--- src/dram_ctrl_pkg.sv ---
`default_nettype none

package dram_ctrl_pkg;

  // AXI side widths
  localparam int AXI_ADDR_W = 32;
  localparam int AXI_DATA_W = 32;
  localparam int AXI_STRB_W = AXI_DATA_W / 8;
  localparam int AXI_ID_W   = 8;
  localparam int AXI_RESP_W = 2;

  // Device side widths and address split
  localparam int ROW_W   = 11;
  localparam int COL_W   = 10;
  localparam int ROW_LSB = 12;
  localparam int COL_LSB = 2;
  localparam int DADDR_W = 11;
  localparam int WEN_W   = AXI_STRB_W;

  typedef logic [AXI_ADDR_W-1:0] axi_addr_t;
  typedef logic [AXI_DATA_W-1:0] axi_data_t;
  typedef logic [AXI_STRB_W-1:0] axi_strb_t;
  typedef logic [AXI_ID_W-1:0]   axi_id_t;
  typedef logic [AXI_RESP_W-1:0] axi_resp_t;
  typedef logic [ROW_W-1:0]      dram_row_t;
  typedef logic [COL_W-1:0]      dram_col_t;
  typedef logic [DADDR_W-1:0]    dram_addr_t;
  typedef logic [WEN_W-1:0]      dram_wen_t;

  localparam axi_resp_t RESP_OKAY = 2'b00;

  // Active pin levels
  localparam logic RAS_ENB = 1'b0;
  localparam logic CAS_ENB = 1'b0;
  localparam logic WEB_ENB = 1'b0;
  localparam logic CS_ENB  = 1'b0;

  typedef enum logic {
    DRAM_READ,
    DRAM_WRITE
  } dram_op_t;

  typedef enum logic [2:0] {
    IDLE,
    PRE,
    ACT,
    RCD,
    COL_RD,
    COL_WR,
    DONE
  } seq_state_t;

endpackage

`default_nettype wire

--- src/dram_req_if.sv ---
`timescale 1ns/1ps
`default_nettype none

interface dram_req_if;

  logic                     req_valid;
  dram_ctrl_pkg::dram_op_t  op;
  dram_ctrl_pkg::dram_row_t row;
  dram_ctrl_pkg::dram_col_t col;
  dram_ctrl_pkg::axi_data_t wdata;
  dram_ctrl_pkg::axi_strb_t wstrb;
  dram_ctrl_pkg::axi_id_t   id;
  // High while the sequencer owns a transaction
  logic                     busy;

  modport decode (output req_valid, op, row, col, wdata, wstrb, id, input busy);

  modport exec (input req_valid, op, row, col, wdata, wstrb, id, output busy);

  modport resp (input id, op);

endinterface

`default_nettype wire

--- src/dram_rsp_if.sv ---
`timescale 1ns/1ps
`default_nettype none

interface dram_rsp_if;

  // Read word from Q, valid for one cycle
  logic                     rd_valid;
  dram_ctrl_pkg::axi_data_t rd_data;
  // Write column command issued
  logic                     wr_done;
  // R or B handshake seen
  logic                     resp_done;

  modport exec (output rd_valid, rd_data, wr_done, input resp_done);

  modport resp (input rd_valid, rd_data, wr_done, output resp_done);

endinterface

`default_nettype wire

--- src/axi_req_decode.sv ---
`timescale 1ns/1ps
`default_nettype none

module axi_req_decode (
  input  logic                     clk,
  input  logic                     rstn,
  input  logic                     awvalid,
  input  dram_ctrl_pkg::axi_addr_t awaddr,
  input  dram_ctrl_pkg::axi_id_t   awid,
  output logic                     awready,
  input  logic                     wvalid,
  input  dram_ctrl_pkg::axi_data_t wdata,
  input  dram_ctrl_pkg::axi_strb_t wstrb,
  output logic                     wready,
  input  logic                     arvalid,
  input  dram_ctrl_pkg::axi_addr_t araddr,
  input  dram_ctrl_pkg::axi_id_t   arid,
  output logic                     arready,
  dram_req_if.decode               req
);

  logic accept_en;
  logic can_take;
  logic aw_hs;
  logic ar_hs;

  // Open for requests only from the cycle after reset
  always_ff @(posedge clk or negedge rstn) begin
    if (!rstn) begin
      accept_en <= 1'b0;
    end else begin
      accept_en <= 1'b1;
    end
  end

  // req_valid doubles as the pending flag
  assign can_take = accept_en & ~req.busy & ~req.req_valid;

  // AW and W only together; writes win over reads
  assign awready = can_take & awvalid & wvalid;
  assign wready  = can_take & awvalid & wvalid;
  assign arready = can_take & ~awvalid;

  assign aw_hs = awvalid & awready;
  assign ar_hs = arvalid & arready;

  always_ff @(posedge clk or negedge rstn) begin
    if (!rstn) begin
      req.req_valid <= 1'b0;
    end else begin
      req.req_valid <= aw_hs | ar_hs;
    end
  end

  always_ff @(posedge clk) begin
    if (aw_hs) begin
      req.op    <= dram_ctrl_pkg::DRAM_WRITE;
      req.row   <= awaddr[dram_ctrl_pkg::ROW_LSB +: dram_ctrl_pkg::ROW_W];
      req.col   <= awaddr[dram_ctrl_pkg::COL_LSB +: dram_ctrl_pkg::COL_W];
      req.id    <= awid;
      req.wdata <= wdata;
      req.wstrb <= wstrb;
    end else if (ar_hs) begin
      req.op  <= dram_ctrl_pkg::DRAM_READ;
      req.row <= araddr[dram_ctrl_pkg::ROW_LSB +: dram_ctrl_pkg::ROW_W];
      req.col <= araddr[dram_ctrl_pkg::COL_LSB +: dram_ctrl_pkg::COL_W];
      req.id  <= arid;
    end
  end

  // A new request must never overlap a running transaction
  a_no_req_while_busy: assert property (
    @(posedge clk) disable iff (!rstn) req.req_valid |-> !req.busy
  );

endmodule

`default_nettype wire

--- src/dram_cmd_seq.sv ---
`timescale 1ns/1ps
`default_nettype none

module dram_cmd_seq #(
  parameter int T_RCD = 3
) (
  input  logic                      clk,
  input  logic                      rstn,
  dram_req_if.exec                  req,
  dram_rsp_if.exec                  rsp,
  output logic                      dram_csn,
  output logic                      dram_rasn,
  output logic                      dram_casn,
  output dram_ctrl_pkg::dram_wen_t  dram_wen,
  output dram_ctrl_pkg::dram_addr_t dram_a,
  output dram_ctrl_pkg::axi_data_t  dram_d,
  input  dram_ctrl_pkg::axi_data_t  dram_q,
  input  logic                      dram_valid
);

  localparam int CNT_W = $clog2(T_RCD);

  dram_ctrl_pkg::seq_state_t state;
  dram_ctrl_pkg::seq_state_t next_state;
  dram_ctrl_pkg::seq_state_t col_state;
  dram_ctrl_pkg::dram_row_t  open_row;
  logic                      open_vld;
  logic                      row_hit;
  logic [CNT_W-1:0]          rcd_cnt;

  if (T_RCD < 2) begin : g_bad_trcd
    $error("T_RCD must be at least 2");
  end

  assign row_hit   = open_vld && (open_row == req.row);
  assign col_state = (req.op == dram_ctrl_pkg::DRAM_WRITE) ? dram_ctrl_pkg::COL_WR
                                                           : dram_ctrl_pkg::COL_RD;

  always_comb begin
    next_state = state;
    case (state)
      dram_ctrl_pkg::IDLE: begin
        if (req.req_valid) begin
          if (row_hit) begin
            next_state = col_state;
          end else if (open_vld) begin
            next_state = dram_ctrl_pkg::PRE;
          end else begin
            next_state = dram_ctrl_pkg::ACT;
          end
        end
      end
      dram_ctrl_pkg::PRE:    next_state = dram_ctrl_pkg::ACT;
      dram_ctrl_pkg::ACT:    next_state = dram_ctrl_pkg::RCD;
      dram_ctrl_pkg::RCD:    next_state = (rcd_cnt == '0) ? col_state : dram_ctrl_pkg::RCD;
      dram_ctrl_pkg::COL_RD: next_state = dram_valid ? dram_ctrl_pkg::DONE : dram_ctrl_pkg::COL_RD;
      dram_ctrl_pkg::COL_WR: next_state = dram_ctrl_pkg::DONE;
      dram_ctrl_pkg::DONE:   next_state = rsp.resp_done ? dram_ctrl_pkg::IDLE : dram_ctrl_pkg::DONE;
      default:               next_state = dram_ctrl_pkg::IDLE;
    endcase
  end

  always_ff @(posedge clk or negedge rstn) begin
    if (!rstn) begin
      state    <= dram_ctrl_pkg::IDLE;
      open_vld <= 1'b0;
      open_row <= '0;
      rcd_cnt  <= '0;
    end else begin
      state <= next_state;
      if (state == dram_ctrl_pkg::ACT) begin
        open_vld <= 1'b1;
        open_row <= req.row;
        // ACT and the column cycle bracket T_RCD-1 wait cycles
        rcd_cnt  <= CNT_W'(T_RCD - 2);
      end else if (state == dram_ctrl_pkg::RCD) begin
        rcd_cnt <= rcd_cnt - 1'b1;
      end
    end
  end

  // Pins follow the state they belong to
  always_ff @(posedge clk or negedge rstn) begin
    if (!rstn) begin
      dram_rasn <= ~dram_ctrl_pkg::RAS_ENB;
      dram_casn <= ~dram_ctrl_pkg::CAS_ENB;
      dram_wen  <= {dram_ctrl_pkg::WEN_W{~dram_ctrl_pkg::WEB_ENB}};
    end else begin
      dram_rasn <= ~dram_ctrl_pkg::RAS_ENB;
      dram_casn <= ~dram_ctrl_pkg::CAS_ENB;
      dram_wen  <= {dram_ctrl_pkg::WEN_W{~dram_ctrl_pkg::WEB_ENB}};
      case (next_state)
        dram_ctrl_pkg::PRE: begin
          dram_rasn <= dram_ctrl_pkg::RAS_ENB;
          dram_wen  <= {dram_ctrl_pkg::WEN_W{dram_ctrl_pkg::WEB_ENB}};
        end
        dram_ctrl_pkg::ACT: dram_rasn <= dram_ctrl_pkg::RAS_ENB;
        dram_ctrl_pkg::COL_WR: begin
          dram_casn <= dram_ctrl_pkg::CAS_ENB;
          dram_wen  <= ~req.wstrb;
        end
        // Read command only on entry, then wait for Q
        dram_ctrl_pkg::COL_RD: begin
          if (state != dram_ctrl_pkg::COL_RD) begin
            dram_casn <= dram_ctrl_pkg::CAS_ENB;
          end
        end
        default: ;
      endcase
    end
  end

  always_ff @(posedge clk) begin
    case (next_state)
      dram_ctrl_pkg::PRE: dram_a <= open_row;
      dram_ctrl_pkg::ACT: dram_a <= req.row;
      default:            dram_a <= {1'b0, req.col};
    endcase
    if (next_state == dram_ctrl_pkg::COL_WR) begin
      dram_d <= req.wdata;
    end
  end

  assign dram_csn     = dram_ctrl_pkg::CS_ENB;
  assign req.busy     = (state != dram_ctrl_pkg::IDLE);
  assign rsp.rd_valid = (state == dram_ctrl_pkg::COL_RD) && dram_valid;
  assign rsp.rd_data  = dram_q;
  assign rsp.wr_done  = (state == dram_ctrl_pkg::COL_WR);

  a_ras_cas_excl: assert property (
    @(posedge clk) disable iff (!rstn)
      !(dram_rasn == dram_ctrl_pkg::RAS_ENB && dram_casn == dram_ctrl_pkg::CAS_ENB)
  );

  // Device must only answer an outstanding read
  a_valid_in_col_rd: assert property (
    @(posedge clk) disable iff (!rstn) dram_valid |-> state == dram_ctrl_pkg::COL_RD
  );

endmodule

`default_nettype wire

--- src/axi_resp_gen.sv ---
`timescale 1ns/1ps
`default_nettype none

module axi_resp_gen (
  input  logic                     clk,
  input  logic                     rstn,
  dram_req_if.resp                 req,
  dram_rsp_if.resp                 rsp,
  output logic                     rvalid,
  output dram_ctrl_pkg::axi_data_t rdata,
  output dram_ctrl_pkg::axi_id_t   rid,
  output dram_ctrl_pkg::axi_resp_t rresp,
  output logic                     rlast,
  input  logic                     rready,
  output logic                     bvalid,
  output dram_ctrl_pkg::axi_id_t   bid,
  output dram_ctrl_pkg::axi_resp_t bresp,
  input  logic                     bready
);

  dram_ctrl_pkg::axi_id_t id_q;
  logic                   r_set;
  logic                   b_set;

  assign r_set = rsp.rd_valid && (req.op == dram_ctrl_pkg::DRAM_READ);
  assign b_set = rsp.wr_done && (req.op == dram_ctrl_pkg::DRAM_WRITE);

  // Valids stay up until the master takes them
  always_ff @(posedge clk or negedge rstn) begin
    if (!rstn) begin
      rvalid <= 1'b0;
      bvalid <= 1'b0;
    end else begin
      if (r_set) begin
        rvalid <= 1'b1;
      end else if (rready) begin
        rvalid <= 1'b0;
      end
      if (b_set) begin
        bvalid <= 1'b1;
      end else if (bready) begin
        bvalid <= 1'b0;
      end
    end
  end

  always_ff @(posedge clk) begin
    if (r_set) begin
      rdata <= rsp.rd_data;
    end
    if (r_set || b_set) begin
      id_q <= req.id;
    end
  end

  assign rid   = id_q;
  assign bid   = id_q;
  assign rresp = dram_ctrl_pkg::RESP_OKAY;
  assign bresp = dram_ctrl_pkg::RESP_OKAY;
  // Single beat only
  assign rlast = 1'b1;

  assign rsp.resp_done = (rvalid & rready) | (bvalid & bready);

  a_one_resp: assert property (
    @(posedge clk) disable iff (!rstn) !(rvalid && bvalid)
  );

endmodule

`default_nettype wire

--- src/dram_ctrl_top.sv ---
`timescale 1ns/1ps
`default_nettype none

module dram_ctrl_top #(
  parameter int T_RCD = 3
) (
  input  logic                      clk,
  input  logic                      rstn,
  // AXI slave
  input  logic                      awvalid,
  input  dram_ctrl_pkg::axi_addr_t  awaddr,
  input  dram_ctrl_pkg::axi_id_t    awid,
  output logic                      awready,
  input  logic                      wvalid,
  input  dram_ctrl_pkg::axi_data_t  wdata,
  input  dram_ctrl_pkg::axi_strb_t  wstrb,
  output logic                      wready,
  input  logic                      arvalid,
  input  dram_ctrl_pkg::axi_addr_t  araddr,
  input  dram_ctrl_pkg::axi_id_t    arid,
  output logic                      arready,
  output logic                      rvalid,
  output dram_ctrl_pkg::axi_data_t  rdata,
  output dram_ctrl_pkg::axi_id_t    rid,
  output dram_ctrl_pkg::axi_resp_t  rresp,
  output logic                      rlast,
  input  logic                      rready,
  output logic                      bvalid,
  output dram_ctrl_pkg::axi_id_t    bid,
  output dram_ctrl_pkg::axi_resp_t  bresp,
  input  logic                      bready,
  // Device pins
  output logic                      dram_csn,
  output logic                      dram_rasn,
  output logic                      dram_casn,
  output dram_ctrl_pkg::dram_wen_t  dram_wen,
  output dram_ctrl_pkg::dram_addr_t dram_a,
  output dram_ctrl_pkg::axi_data_t  dram_d,
  input  dram_ctrl_pkg::axi_data_t  dram_q,
  input  logic                      dram_valid
);

  dram_req_if req_bus ();
  dram_rsp_if rsp_bus ();

  axi_req_decode u_decode (
    .clk, .rstn,
    .awvalid, .awaddr, .awid, .awready,
    .wvalid, .wdata, .wstrb, .wready,
    .arvalid, .araddr, .arid, .arready,
    .req (req_bus.decode)
  );

  dram_cmd_seq #(.T_RCD(T_RCD)) u_seq (
    .clk, .rstn,
    .req (req_bus.exec),
    .rsp (rsp_bus.exec),
    .dram_csn, .dram_rasn, .dram_casn, .dram_wen, .dram_a, .dram_d,
    .dram_q, .dram_valid
  );

  axi_resp_gen u_resp (
    .clk, .rstn,
    .req (req_bus.resp),
    .rsp (rsp_bus.resp),
    .rvalid, .rdata, .rid, .rresp, .rlast, .rready,
    .bvalid, .bid, .bresp, .bready
  );

endmodule

`default_nettype wire

--- config.mk ---
export PLATFORM = sky130hd
export DESIGN_NAME = dram_ctrl_top
export DESIGN_NICKNAME = d
export VERILOG_FILES = /design/src/dram_ctrl_pkg.sv /design/src/dram_req_if.sv /design/src/dram_rsp_if.sv /design/src/axi_req_decode.sv /design/src/dram_cmd_seq.sv /design/src/axi_resp_gen.sv /design/src/dram_ctrl_top.sv
export SDC_FILE = /design/constraint.sdc
export NUM_CORES = 1
export LEC_CHECK = 0
export ABC_AREA = 1
export BUFFER_PORTS_ARGS = -buffer_cell sky130_fd_sc_hd__buf_4
export CORE_MARGIN = 8
export CORE_UTILIZATION = 48
export DETAILED_ROUTE_END_ITERATION = 8
export PLACE_DENSITY = 0.83
export RECOVER_POWER = 50
export SLEW_MARGIN = 10
export SYNTH_ARGS = -nofsm -noshare
export SYNTH_HDL_FRONTEND = slang
export SYNTH_HIERARCHICAL = 1
export SYNTH_SLANG_ARGS = --single-unit
--- constraint.sdc ---
create_clock -name clk -period 6.7 [get_ports clk]
set_clock_uncertainty 0.2 [all_clocks]
set_input_delay 0.335 -clock clk [delete_from_list [all_inputs] [get_ports clk]]
set_output_delay 0.335 -clock clk [all_outputs]
set_load 0.01 [all_outputs]
After elaboration in Yosys (flattened, before gate mapping)

Index checks and enable logic that the tools add are counted.
W data, S select, Z words.

Register bits after elaboration: 176
Bits of input ports: 156
Output and inout bits: 108
Word-level logic and storage cells: 88

Add/subtract/negate cells: 1
Eq/ne operators: 12
Mux-type cells: 25
Bitwise operators: 16
Reduce and logical (&&, ||, !) cells: 13

Operators by type and width:

| cell                 | number |
|---|---|
| $mux W11             | 2 |
| $pmux W11 S2         | 1 |
| $pmux W3 S7          | 1 |
| $mux W10             | 2 |
| $mux W8              | 2 |
| $eq A3 B3 Y1 const B | 5 |
| $mux W3              | 4 |
| $eq A11 B11 Y1       | 1 |
| $and A1 B1 Y1        | 9 |
| $eq A3 B2 Y1 const B | 3 |
| $mux W2              | 4 |
| $pmux W4 S2          | 1 |
| $reduce_bool A2 Y1   | 4 |
| $mux W1              | 7 |
| $eq A3 B1 Y1 const B | 2 |
| $logic_and A1 B1 Y1  | 4 |
| $not A1 Y1           | 4 |
| $not A4 Y4           | 1 |
| $logic_not A3 Y1     | 1 |
| $ne A3 B3 Y1 const B | 1 |
| $reduce_bool A3 Y1   | 1 |
| $logic_not A2 Y1     | 1 |
| $or A1 B1 Y1         | 2 |
| $pmux W1 S2          | 1 |
| other kinds (3)      | 3 |

Depth between registers and ports, before layout

Gate-level depths: netlist of run 1.

Depth in word-level cells: 8
Gate-level depth with buffers: 14
Depth with buffers taken out: 13

Cells and area by module

The synthesis of run 1 kept the hierarchy.

By module, submodules not included:

| module         | instances | cells an instance | area each (um^2) | sequential area each (um^2) |
|---|---|---|---|---|
| dram_cmd_seq   | 1         | 282               | 3,034.2          | 1,764.2 |
| axi_req_decode | 1         | 175               | 2,452.4          | 2,021.9 |
| axi_resp_gen   | 1         | 71                | 1,411.4          | 1,251.2 |

Worst setup path after synthesis of run 1

Ideal clock, no wire load.

Path kind: register to register
Start: register u_seq.state[0]
End: register u_seq.dram_d[0], enable pin
Library setup time: 0.432 ns
Arrival: 2.811 ns
Required time: 6.068 ns
Slack: 3.257 ns
Stages on the path, launching flop included: 10
Buffers on the path: 0
Period minus slack after synthesis: 3.443 ns
Cells stage by stage: dfrtp_1 -> nand2_1 -> inv_1 -> nand2_2 -> o22ai_2 -> nor3_4 -> inv_2 -> nor2_2 -> inv_2 -> a21oi_1

Cells in the longest elaborated chain, start to end: 3
Elaborated cells on any way between the ends: 10
Classes of those cells: 7 x eq/ne; 2 x mux; 1 x reduce/logical

Ends and longest elaborated chain:

| item                                 | RTL line            | source |
|---|---|---|
| from (decl)                          | dram_cmd_seq.sv:23  | `dram_ctrl_pkg::seq_state_t state;` |
| from (signal assigned)               | dram_cmd_seq.sv:65  | `state <= dram_ctrl_pkg::IDLE;` |
| from (signal assigned)               | dram_cmd_seq.sv:70  | `state <= next_state;` |
| $eq A3 B3 Y1 (tied with other cells) | dram_cmd_seq.sv:41  | `case (state)` |
| $pmux W3 S7 (*)                      | dram_cmd_seq.sv:41  |  |
| via u_seq.next_state[1]              | dram_cmd_seq.sv:24  | `dram_ctrl_pkg::seq_state_t next_state;` |
| $eq A3 B3 Y1 (*)                     | dram_cmd_seq.sv:119 | `if (next_state == dram_ctrl_pkg::COL_WR) begin` |
| to (signal assigned)                 | dram_cmd_seq.sv:120 | `dram_d <= req.wdata;` |
| to (decl)                            | dram_cmd_seq.sv:16  | `output dram_ctrl_pkg::axi_data_t dram_d,` |

The timed path passes the listed nets; every way through them passes the cells marked *.
A chain may end at the register's enable or synchronous reset.

Worst setup path after layout of run 1

Start: register u_seq.state[1]
End: register u_decode.req.col[5], enable pin

Cells in the longest elaborated chain, start to end: 8
Elaborated cells on any way between the ends: 10
Classes of those cells: 8 x bitwise; 2 x reduce/logical

Ends and longest elaborated chain:

| item                                    | RTL line             | source |
|---|---|---|
| $reduce_bool A3 Y1 (*)                  | dram_cmd_seq.sv:125  | `assign req.busy = (state != dram_ctrl_pkg::IDLE);` |
| via req_bus.busy                        | dram_req_if.sv:14    | `logic busy;` |
| $not A1 Y1 (*)                          | axi_req_decode.sv:37 | `assign can_take = accept_en & ~req.busy & ~req.req_valid;` |
| $and A1 B1 Y1 (*) (2 in series)         | axi_req_decode.sv:37 |  |
| $and A1 B1 Y1 (2 in series)             | axi_req_decode.sv:40 | `assign awready = can_take & awvalid & wvalid;` |
| $and A1 B1 Y1                           | axi_req_decode.sv:44 | `assign aw_hs = awvalid & awready;` |
| $reduce_bool A2 Y1 (no source line) (*) | -                    |  |
| to (signal assigned)                    | axi_req_decode.sv:59 | `req.col <= awaddr[dram_ctrl_pkg::COL_LSB +: dram_ctrl_pkg::COL_W];` |
| to (signal assigned)                    | axi_req_decode.sv:66 | `req.col <= araddr[dram_ctrl_pkg::COL_LSB +: dram_ctrl_pkg::COL_W];` |
| to (decl)                               | dram_req_if.sv:16    | `modport decode (output req_valid, op, row, col, wdata, wstrb, id, input busy);` |

Marks and branches as above.

==> flow_metrics.py, run 1 <==
metrics = {
    "run_status": {
        "outcome": "finished, violations left",
        "violations_in_the_final_reports": "max-capacitance violations, max-slew violations",
    },
    "clock_tree": {
        "clockBufferDepth": 2,
        "cts_repair_resize_count": 0,
        "cts_buffers": 17,
        "cts_root_buf": "clkbuf_16",
        "cts_tree": "yes",
        "clk_latency_ns": 0.42,
        "cts_max_level": 4,
        "cts_sinks": 176,
        "clk_pin_slew_worst_paths_ns": 0.06,
    },
    "global_route": {
        "grt_max_degree": 66,
        "global_route.overflow_total": 0,
        "track_usage": 0.1939,
        "grt_first_pass_wirelength_um": 27530,
        "first_global_vias": 5367,
        "antenna_violations_before_repair": 0,
    },
    "sta": {
        "report.final.hold_viol_count": 0,
        "post_layout_min_period_ns": 3.857,
        "setup_violations": 0,
        "timing_worst_slew_pin_value_ns": 1.687,
        "layout_worst_path_cycle_share": 0.5757,
        "maxSlewHeadroom": -0.1249,
        "rsz0062_at_grt": "no",
        "finalSetupTns_ns": 0,
        "timing_max_transition_violations_final": 28,
        "timing.fmax_mhz": 259.3,
    },
    "synthesis": {
        "synth_edf_count": 137,
        "synth.most_common_cell": "nand2_1",
        "synthesis.instances": 528,
        "ys.flop_type": "edfxtp_1",
        "post_synth_num_cell_types": 34,
        "synth.cells.most_frequent": "nand2_1 (148), edfxtp_1 (137), buf_4 (51)",
        "mappedNetlistArea_um2": 6898,
        "synth_top_area_share": 0.5964,
        "synth.avg_cell_area_um2": 13.06,
        "synthDominantAreaCellType": "edfxtp_1",
        "ys_warn_count": 6,
        "synth.area.top_cells": "edfxtp_1 (60%), nand2_1 (8.1%), dfrtp_1 (7.6%)",
        "ys_seq_area_frac": 0.7303,
        "ys_async_sr_fraction": 0.1534,
        "postSynthRegisterBits": 176,
    },
    "floorplanning": {
        "fp.dieArea_um2": 18460,
        "design.portCount": 264,
        "initial_utilization": 0.4838,
        "core_area_um2": 14260,
        "chipWidth_um": 135.9,
        "die-height_um": 135.9,
        "placementRows": 44,
    },
    "critical_path": {
        "critPathMostFrequentCell": "nand2_1",
        "timing.critical_path.slowest_cell_delay_ns": 1.37,
        "critPathRequiredTime_ns": 6.53,
        "launch_point_of_the_critical_path": "u_seq/state[1]",
        "crit_path_start_kind": "flop",
        "arrival_ns": 3.69,
        "reg2reg_from": "u_seq/state[1]",
        "setup.worst_path.class": "reg -> reg",
        "setup.worst_path.end_class": "flop",
        "maximum_fanout_along_the_worst_path": 31,
        "cp_cell_sequence": "nor2_1 > nand2_1 > nor2_2 > nand4_1 > nand2_1",
        "critical_path.slowest_cell": "nand2_1",
        "ff2ff_path_depth": 5,
    },
    "place": {
        "dp.final_hpwl_um": 11380,
        "place.detailed.instances": 888,
        "gp_routability_congestion": 0.8250,
        "detailed_place.area_um2": 8471,
        "place.port_buffers": 235,
    },
    "power_and_ir_drop": {
        "power.share.switching": 0.3310,
        "pwr-share-comb": 0.288,
        "total_power_uw": 3451,
        "leakage_uw": 0.004133,
        "seq_power_share": 0.431,
        "powerDensity_nw_per_um2": 344.3,
        "power.clock.fraction": 0.281,
        "worst_voltage_drop_across_the_vdd_grid_uv": 224.5,
        "power_switching_uw": 1142,
        "total_internal_power_uw": 2309,
    },
    "cells_and_area": {
        "utilization": 0.7031,
        "final_cell_count_no_fill": 1049,
        "nNetsFinal": 1009,
        "filler_cell_count": 989,
        "final_design_area_no_fill_um2": 10020,
        "area.growth.synth_to_final_pct": 45.33,
        "share_of_cells_above_drive_strength_1": 0.2555,
        "total_inserted_antenna_cells": 0,
    },
    "detailed_routing": {
        "routedWlPerCell_um": 17.11,
        "drt_wl_total_um": 17950,
        "postRouteAntennaNets": 0,
        "drt-initial-drc-count": 310,
        "via_to_cell_ratio": 4.807,
        "drc_violations": 0,
        "drt_pre_antenna_iters": 5,
        "route.vias.total": 5043,
    },
    "job": {
        "max_cap_viol_count": 1,
    },
    "min_path": {
        "hp-start": "arvalid",
        "worst_hold_class": "in -> reg",
        "holdPathStages": 4,
    },
}
==> cells in the final DEF, fill, tap and decap left out, types with 13 or more instances in the layout <==
cell type	instances
dfrtp_1	21
nand3_1	13
dlygate4sd3_1	129
inv_1	33
buf_4	87
nand4_1	24
clkbuf_1	85
nand2_1	149
clkbuf_4	65
clkbuf_16	17
edfxtp_1	137
==> worst paths after layout <==
check                                           end  slack (ns)
worst max-delay path            u_decode/req.col[5]        2.84
worst min-delay path                u_decode/req.op        0.08
worst max register to register  u_decode/req.col[5]        2.84
worst min register to register    u_seq/dram_wen[2]        0.20
max in group asynchronous          u_seq/rcd_cnt[1]        4.63
min in group asynchronous          u_seq/rcd_cnt[0]        0.70
==> logic make-up (layout without fill, tap and decap cells) <==
group,after synthesis,count (layout),synth area share
simple gates,217,217,0.1464
flops,176,176,0.7303
buf+inv,100,434,0.08634
compound gates,23,23,0.02304
other cells,4,7,0.002176
xor+xnor,4,4,0.005080
mux,3,3,0.004897
fa+ha+maj,1,1,0.001814
==> final cells by class <==
type / count / area (um^2) / area share
sequential: 176 / 5037 / 0.5025
timing repair buffer: 365 / 2748 / 0.2741
multi-input combinational: 255 / 1287 / 0.1284
clock buffer: 18 / 429.2 / 0.04281
tap: 184 / 230.2 / 0.02297
clock inverter: 14 / 153.9 / 0.01535
inverter: 37 / 138.9 / 0.01385
==> state kept, by name, indices dropped and copies added (netlist names), 2 cells and up <==
register / cells
u_seq/dram_a: 11
u_seq/rcd_cnt: 2
u_decode/req.wstrb: 4
u_seq/dram_wen: 4
u_seq/open_row: 11
u_seq/state: 3
u_decode/req.row: 11
u_resp/rdata: 32
u_decode/req.col: 10
u_seq/dram_d: 32
u_decode/req.wdata: 32
u_decode/req.id: 8
u_resp/bid: 8
==> timing repair <==
action	CTS	global route
hold endpoints to repair	126	0
buffers inserted	0	0
setup endpoints to repair	0	0
hold buffers	129	0
==> per-layer routing <==
| layer | vias up | track usage | routed length, um |
|---|---|---|---|
| met5 | - | 0 | 0 |
| met3 | 21 | 0.06245 | 1443 |
| li1 | 2394 | - | - |
| met2 | 231 | 0.3436 | 9278 |
| met1 | 2397 | 0.2195 | 7006 |
| met4 | 0 | 0.05491 | 220 |
==> power groups by stage <==
stage / Sequential, uW / Combinational (uW) / Clock, uW
4_1_cts: 1490 / 1050 / 987
6_report: 1490 / 996 / 970
3_3_place_gp: 1500 / 946 / 0
5_1_grt: 1500 / 1090 / 1030
2_1_floorplan: 1540 / 622 / 0
3_5_place_dp: 1510 / 974 / 0
==> worst max-delay path: cells and delay by family, from the launching register on <==
family        cells  cell delay, ns
flops             1            0.41
simple gates      5            2.85
==> through the flow <==
stage                     hold slack, ns  setup slack (ns)
after floorplan                  -0.1606             3.257
after CTS                        0.05705             2.917
after global placement           0.08089             3.076
final                            0.08044             2.843
after global routing             0.08785             2.539
after detailed placement         0.08955             2.922
Power figures use the tool's default switching activity.
==> run 2, diff against run 1 <==
==> constraint.sdc (replaced) <==
create_clock -name clk -period 3.7 [get_ports clk]
set_clock_uncertainty 0.2 [all_clocks]
set_input_delay 0.185 -clock clk [delete_from_list [all_inputs] [get_ports clk]]
set_output_delay 0.185 -clock clk [all_outputs]
set_load 0.01 [all_outputs]
==> run 2 against run 1 <==
Effect of this change: the run still ends with max-capacitance violations, max-slew violations left; hold slack improved by 0.052 ns; highest routed layer unchanged; setup slack got worse by 2.1 ns; wire length barely moved; sequential power rose by 81%; power rose by 83%.
==> flow_metrics.py, run 2 (synthesis results as in run 1) <==
metrics = {
    "critical_path": {
        "arrival_ns": 3.02,
        "crit_path_start_kind": "flop",
        "critPathRequiredTime_ns": 3.78,
        "maximum_fanout_along_the_worst_path": 65,
        "setup.worst_path.end_class": "flop",
        "setup.worst_path.class": "reg -> reg",
    },
    "clock_tree": {
        "clockBufferDepth": 2,
        "clk_latency_ns": 0.41,
        "cts_buffers": 17,
        "cts_sinks": 176,
        "cts_root_buf": "clkbuf_16",
        "cts_max_level": 4,
        "clk_pin_slew_worst_paths_ns": 0.06,
        "post-cts-setup-buffers": 0,
        "cts_tree": "yes",
    },
    "cells_and_area": {
        "total_inserted_antenna_cells": 0,
        "area.growth.synth_to_final_pct": 46.42,
        "nNetsFinal": 1016,
        "most_common_library_cell_in_the_layout_ignoring_fill_and_taps": "nand2_1",
        "final_design_area_no_fill_um2": 10100,
        "reg.largest.list": "u_decode/req.wdata (32), u_resp/rdata (32), u_seq/dram_d (32)",
        "final_cell_mix": "nand2_1 (148), edfxtp_1 (137), dlygate4sd3_1 (132), clkbuf_1 (89), buf_4 (89)",
        "share_of_cells_above_drive_strength_1": 0.2557,
    },
    "place": {
        "detailed_place.area_um2": 8501,
        "dp.final_hpwl_um": 11490,
        "gp_routability_congestion": 0.8331,
        "place.port_buffers": 235,
    },
    "detailed_routing": {
        "drt-initial-drc-count": 380,
        "drt_wl_total_um": 17970,
        "route.vias.total": 5088,
        "routedWlPerCell_um": 17.01,
        "postRouteAntennaNets": 0,
        "via_to_cell_ratio": 4.818,
        "drc_violations": 0,
        "drt_pre_antenna_iters": 5,
    },
    "global_route": {
        "global_route.overflow_total": 0,
        "antenna_violations_before_repair": 0,
        "first_global_vias": 5424,
        "grt_first_pass_wirelength_um": 28170,
        "grt_max_degree": 66,
        "track_usage": 0.1968,
    },
    "power_and_ir_drop": {
        "worst_voltage_drop_across_the_vdd_grid_uv": 493.4,
        "powerDensity_nw_per_um2": 626.1,
        "leakage_uw": 0.004166,
    },
    "sta": {
        "hold-worst-slack_ns": 0.1324,
        "layout_worst_path_cycle_share": 0.7954,
        "timing.fmax_mhz": 339.8,
        "timing_worst_slew_pin_value_ns": 1.565,
        "maxSlewHeadroom": -0.04360,
        "setup_violations": 0,
        "timing_max_transition_violations_final": 28,
        "post_layout_min_period_ns": 2.943,
        "report.final.hold_viol_count": 0,
        "finalSetupTns_ns": 0,
        "rsz0062_at_grt": "no",
    },
    "floorplanning": {
        "fp.dieArea_um2": 18460,
        "die-height_um": 135.9,
        "chipWidth_um": 135.9,
        "placementRows": 44,
        "design.portCount": 264,
        "initial_utilization": 0.4838,
        "core_area_um2": 14260,
    },
    "job": {
        "max_cap_viol_count": 1,
    },
    "run_status": {
        "violations_in_the_final_reports": "max-capacitance violations, max-slew violations",
        "outcome": "finished, violations left",
    },
    "min_path": {
        "worst_hold_class": "in -> reg",
    },
}
==> run 2: cell count changes in the layout (fill, tap and decap cells not counted), sizes merged <==
cell	change
buf	+2
bufinv	+1
clkbuf	+6
clkinv	-1
dlygate4sd3	+3
inv	-4
==> run 2: layer usage <==
| metal | global-route usage | part of all wire |
|---|---|---|
| met5 | 0 | 0 |
| met4 | 0.06650 | 0.013 |
| met3 | 0.06356 | 0.086 |
| met2 | 0.3389 | 0.52 |
| met1 | 0.2269 | 0.38 |
==> run 2: area by class of cell <==
| cell class | instances | area (um^2) |
|---|---|---|
| inverters | 37 | 138.9 |
| clock buffers | 22 | 464.2 |
| flip-flops and latches | 176 | 5037 |
| clock inverters | 10 | 136.4 |
| well taps | 184 | 230.2 |
| multi-input cells | 255 | 1292 |
| fillers | 986 | 4159 |
| repair buffers | 372 | 2800 |
==> run 2: path summary, 6_finish.rpt <==
path,start,to,slack [ns],cells after the start
setup / recovery,u_seq/state[1],u_decode/req.col[2],0.76,9
hold / removal,wvalid,u_decode/req.op,0.13,4
setup reg to reg,u_seq/state[1],u_decode/req.col[2],0.76,9
hold reg to reg,u_decode/req.wstrb[0],u_seq/dram_wen[0],0.19,1
max in group asynchronous,rstn,u_seq/open_row[4],1.88,2
min in group asynchronous,rstn,u_seq/state[1],0.51,2
==> run 2: repair_timing <==
action,in CTS,in global routing
hold buffers,132,0
resized for setup,0,0
hold endpoints to repair,127,0
==> run 2: stage by stage <==
stage	total power, uW	instances	util	setup slack, ns
detailed placement	4504	892	0.5962	0.9418
global route	6656	1056	0.7083	0.5894
floorplan	3907	531	-	0.2570
global placement	4429	892	0.5962	1.032
CTS	6447	1056	0.7310	0.7773
finish	6323	1056	0.7083	0.7569
==> run 2: critical path, cell delays in order, from the launching register on <==
cell and delay [ns]:
dfrtp_1 0.42, nor2_2 0.20, nand2_1 0.13, nor2_2 0.18, nand2_1 0.15, nor2_4 0.10
buf_4 0.57, nand2_1 0.14, nand2_1 0.11, dlygate4sd3_1 0.56
==> run 2: power by group <==
| group | switching (uW) | total (uW) | internal [uW] |
|---|---|---|---|
| clock network | 694 | 1790 | 1100 |
| logic | 1170 | 1840 | 675 |
| registers | 172 | 2690 | 2520 |
==> run 3, diff against run 2 <==
==> constraint.sdc (replaced) <==
create_clock -name clk -period 3 [get_ports clk]
set_clock_uncertainty 0.2 [all_clocks]
set_input_delay 0.15 -clock clk [delete_from_list [all_inputs] [get_ports clk]]
set_output_delay 0.15 -clock clk [all_outputs]
set_load 0.01 [all_outputs]
==> run 3 against run 2 <==
Effect of this change: the run still ends with max-capacitance violations, max-slew violations left; fmax is 12% higher; register-to-register slack worse by 0.38 ns; setup slack worse by 0.38 ns; critical path type unchanged; highest routed layer unchanged.
==> flow_metrics.py, run 3 (synthesis results as in run 1) <==
metrics = {
    "run_status": {
        "outcome": "finished, violations left",
        "violations_in_the_final_reports": "max-capacitance violations, max-slew violations",
    },
    "cells_and_area": {
        "most_common_library_cell_in_the_layout_ignoring_fill_and_taps": "nand2_1",
        "reg.largest.list": "u_decode/req.wdata (32), u_resp/rdata (32), u_seq/dram_d (32)",
        "area.growth.synth_to_final_pct": 47.60,
        "final_cell_mix": "nand2_1 (148), edfxtp_1 (137), dlygate4sd3_1 (132), clkbuf_1 (89), buf_4 (89)",
        "nNetsFinal": 1019,
        "share_of_cells_above_drive_strength_1": 0.2594,
    },
    "min_path": {
        "worst_hold_class": "in -> reg",
    },
    "critical_path": {
        "critical_path.n_buffers_inverters": 2,
        "r2r_end": "u_decode/req.col[4]",
        "arrival_ns": 2.71,
        "setup.worst_path.class": "reg -> reg",
        "timing.critical_path.slowest_cell_delay_ns": 0.55,
        "worst-r2r-setup-slack_ns": 0.37,
        "cp-endpoint": "u_decode/req.col[4]",
        "setup.worst_path.end_class": "flop",
        "launch_point_of_the_critical_path": "u_seq/state[1]",
        "cp_cell_sequence": "nor2_2 > nand2_1 > nor2_2 > nand2_1 > nor2_4 > buf_12 > nand2_1 > nand2_1 > dlygate4sd3_1",
        "critPathRequiredTime_ns": 3.08,
        "critPathMostFrequentCell": "nand2_1",
        "reg2reg_from": "u_seq/state[1]",
        "ff2ff_path_depth": 9,
        "crit_path_start_kind": "flop",
        "cp.depth": 9,
        "critical_path.slowest_cell": "dlygate4sd3_1",
        "cpLargestDelayFamily": "simple AND/OR/NAND/NOR gates",
        "maximum_fanout_along_the_worst_path": 65,
    },
    "sta": {
        "finalSetupTns_ns": 0,
        "maxSlewHeadroom": -0.1056,
        "timing_max_transition_violations_final": 28,
        "report.final.hold_viol_count": 0,
        "timing_worst_slew_pin_value_ns": 1.658,
        "layout_worst_path_cycle_share": 0.8750,
        "rsz0062_at_grt": "no",
        "timing.fmax_mhz": 380.9,
        "post_layout_min_period_ns": 2.625,
        "setup_violations": 0,
    },
    "clock_tree": {
        "cts_max_level": 4,
        "cts_repair_resize_count": 0,
        "cts_buffers": 17,
        "clk_pin_slew_worst_paths_ns": 0.06,
        "clk_latency_ns": 0.42,
        "clockBufferDepth": 2,
        "post-cts-setup-buffers": 0,
        "cts_root_buf": "clkbuf_16",
        "cts_tree": "yes",
        "cts_sinks": 176,
    },
    "global_route": {
        "grt_max_degree": 66,
        "grt_first_pass_wirelength_um": 27890,
        "antenna_violations_before_repair": 0,
        "track_usage": 0.1949,
        "global_route.overflow_total": 0,
        "first_global_vias": 5374,
    },
    "job": {
        "max_cap_viol_count": 1,
    },
    "power_and_ir_drop": {
        "total_power_uw": 7952,
        "powerDensity_nw_per_um2": 781.1,
        "worst_voltage_drop_across_the_vdd_grid_uv": 533.6,
        "leakage_uw": 0.004204,
    },
    "floorplanning": {
        "chipWidth_um": 135.9,
        "core_area_um2": 14260,
        "placementRows": 44,
        "fp.dieArea_um2": 18460,
        "die-height_um": 135.9,
        "design.portCount": 264,
        "initial_utilization": 0.4838,
    },
    "detailed_routing": {
        "drc_violations": 0,
        "drt_wl_total_um": 18170,
        "route.vias.total": 5120,
        "postRouteAntennaNets": 0,
        "routedWlPerCell_um": 17.14,
        "drt_pre_antenna_iters": 5,
        "via_to_cell_ratio": 4.830,
        "drt-initial-drc-count": 413,
    },
    "place": {
        "place.port_buffers": 235,
        "dp.final_hpwl_um": 11670,
        "gp_routability_congestion": 0.8198,
    },
}
[run 3: cell count changes in the layout (fill, tap and decap cells not counted), moves of 2 or more]
| cell | before | now |
|---|---|---|
| clkinv_4 | 1 | 3 |
| clkinvlp_4 | 2 | 0 |
| clkbuf_8 | 2 | 0 |
| inv_6 | 1 | 4 |
| buf_12 | 0 | 2 |
[run 3: power by group]
| part | switching [uW] | internal, uW | leakage (uW) |
|---|---|---|---|
| Sequential | 219 | 3110 | 0.00166 |
| Clock | 917 | 1410 | 0.000310 |
| Combinational | 1440 | 856 | 0.00224 |
[run 3: routing by layer]
metal / wire (um) / part of all wire / GRT usage
met4: 332 / 0.018 / 0.07688
met1: 7143 / 0.39 / 0.2229
met3: 1394 / 0.077 / 0.05654
met5: 0 / 0 / 0
met2: 9294 / 0.51 / 0.3375
[run 3: worst min-delay path by stage]
stage	startpoint	depth (start not counted)	slack, ns	end
after floorplan	rstn	0	-0.35	u_decode/accept_en
after global placement	rstn	1	-0.10	u_resp/rvalid
after detailed placement	rstn	1	-0.09	u_resp/rvalid
after CTS	rstn	2	0.02	u_decode/accept_en
after global routing	wvalid	4	0.11	u_decode/req.op
final	wvalid	4	0.1	u_decode/req.op
[run 3: cell type report]
type                       count  area, um^2
sequential                   176        5037
multi-input combinational    255        1292
tap                          184       230.2
fill                         984        4078
inverter                      37       138.9
clock buffer                  19       432.9
clock inverter                13       202.7
antenna                        1       2.502
timing repair buffer         375        2844
[run 3: what timing repair did]
item | 4_1_cts | 5_1_grt
hold buffers | 132 | 0
setup endpoints to repair | 0 | 0
hold endpoints to repair | 127 | 0
[run 3: tightest hold or removal path: stages]
cell and delay (ns):
buf_4 0.08, nand4_1 0.10, buf_4 0.25, nand2_1 0.09
[run 3: per-stage QoR]
stage | hold WS [ns] | instance area [um^2] | utilization | instances | worst slack, ns
after floorplan | -0.3456 | 6913 | - | 531 | 0.2791
after global placement | -0.1025 | 8548 | 0.5995 | 895 | 0.4990
after detailed placement | -0.09028 | 8548 | 0.5995 | 895 | 0.4187
after CTS | 0.01665 | 10510 | 0.7368 | 1059 | 0.4113
after global routing | 0.1054 | 10180 | 0.7138 | 1059 | 0.2271
final | 0.09808 | 10180 | 0.7140 | 1060 | 0.3749
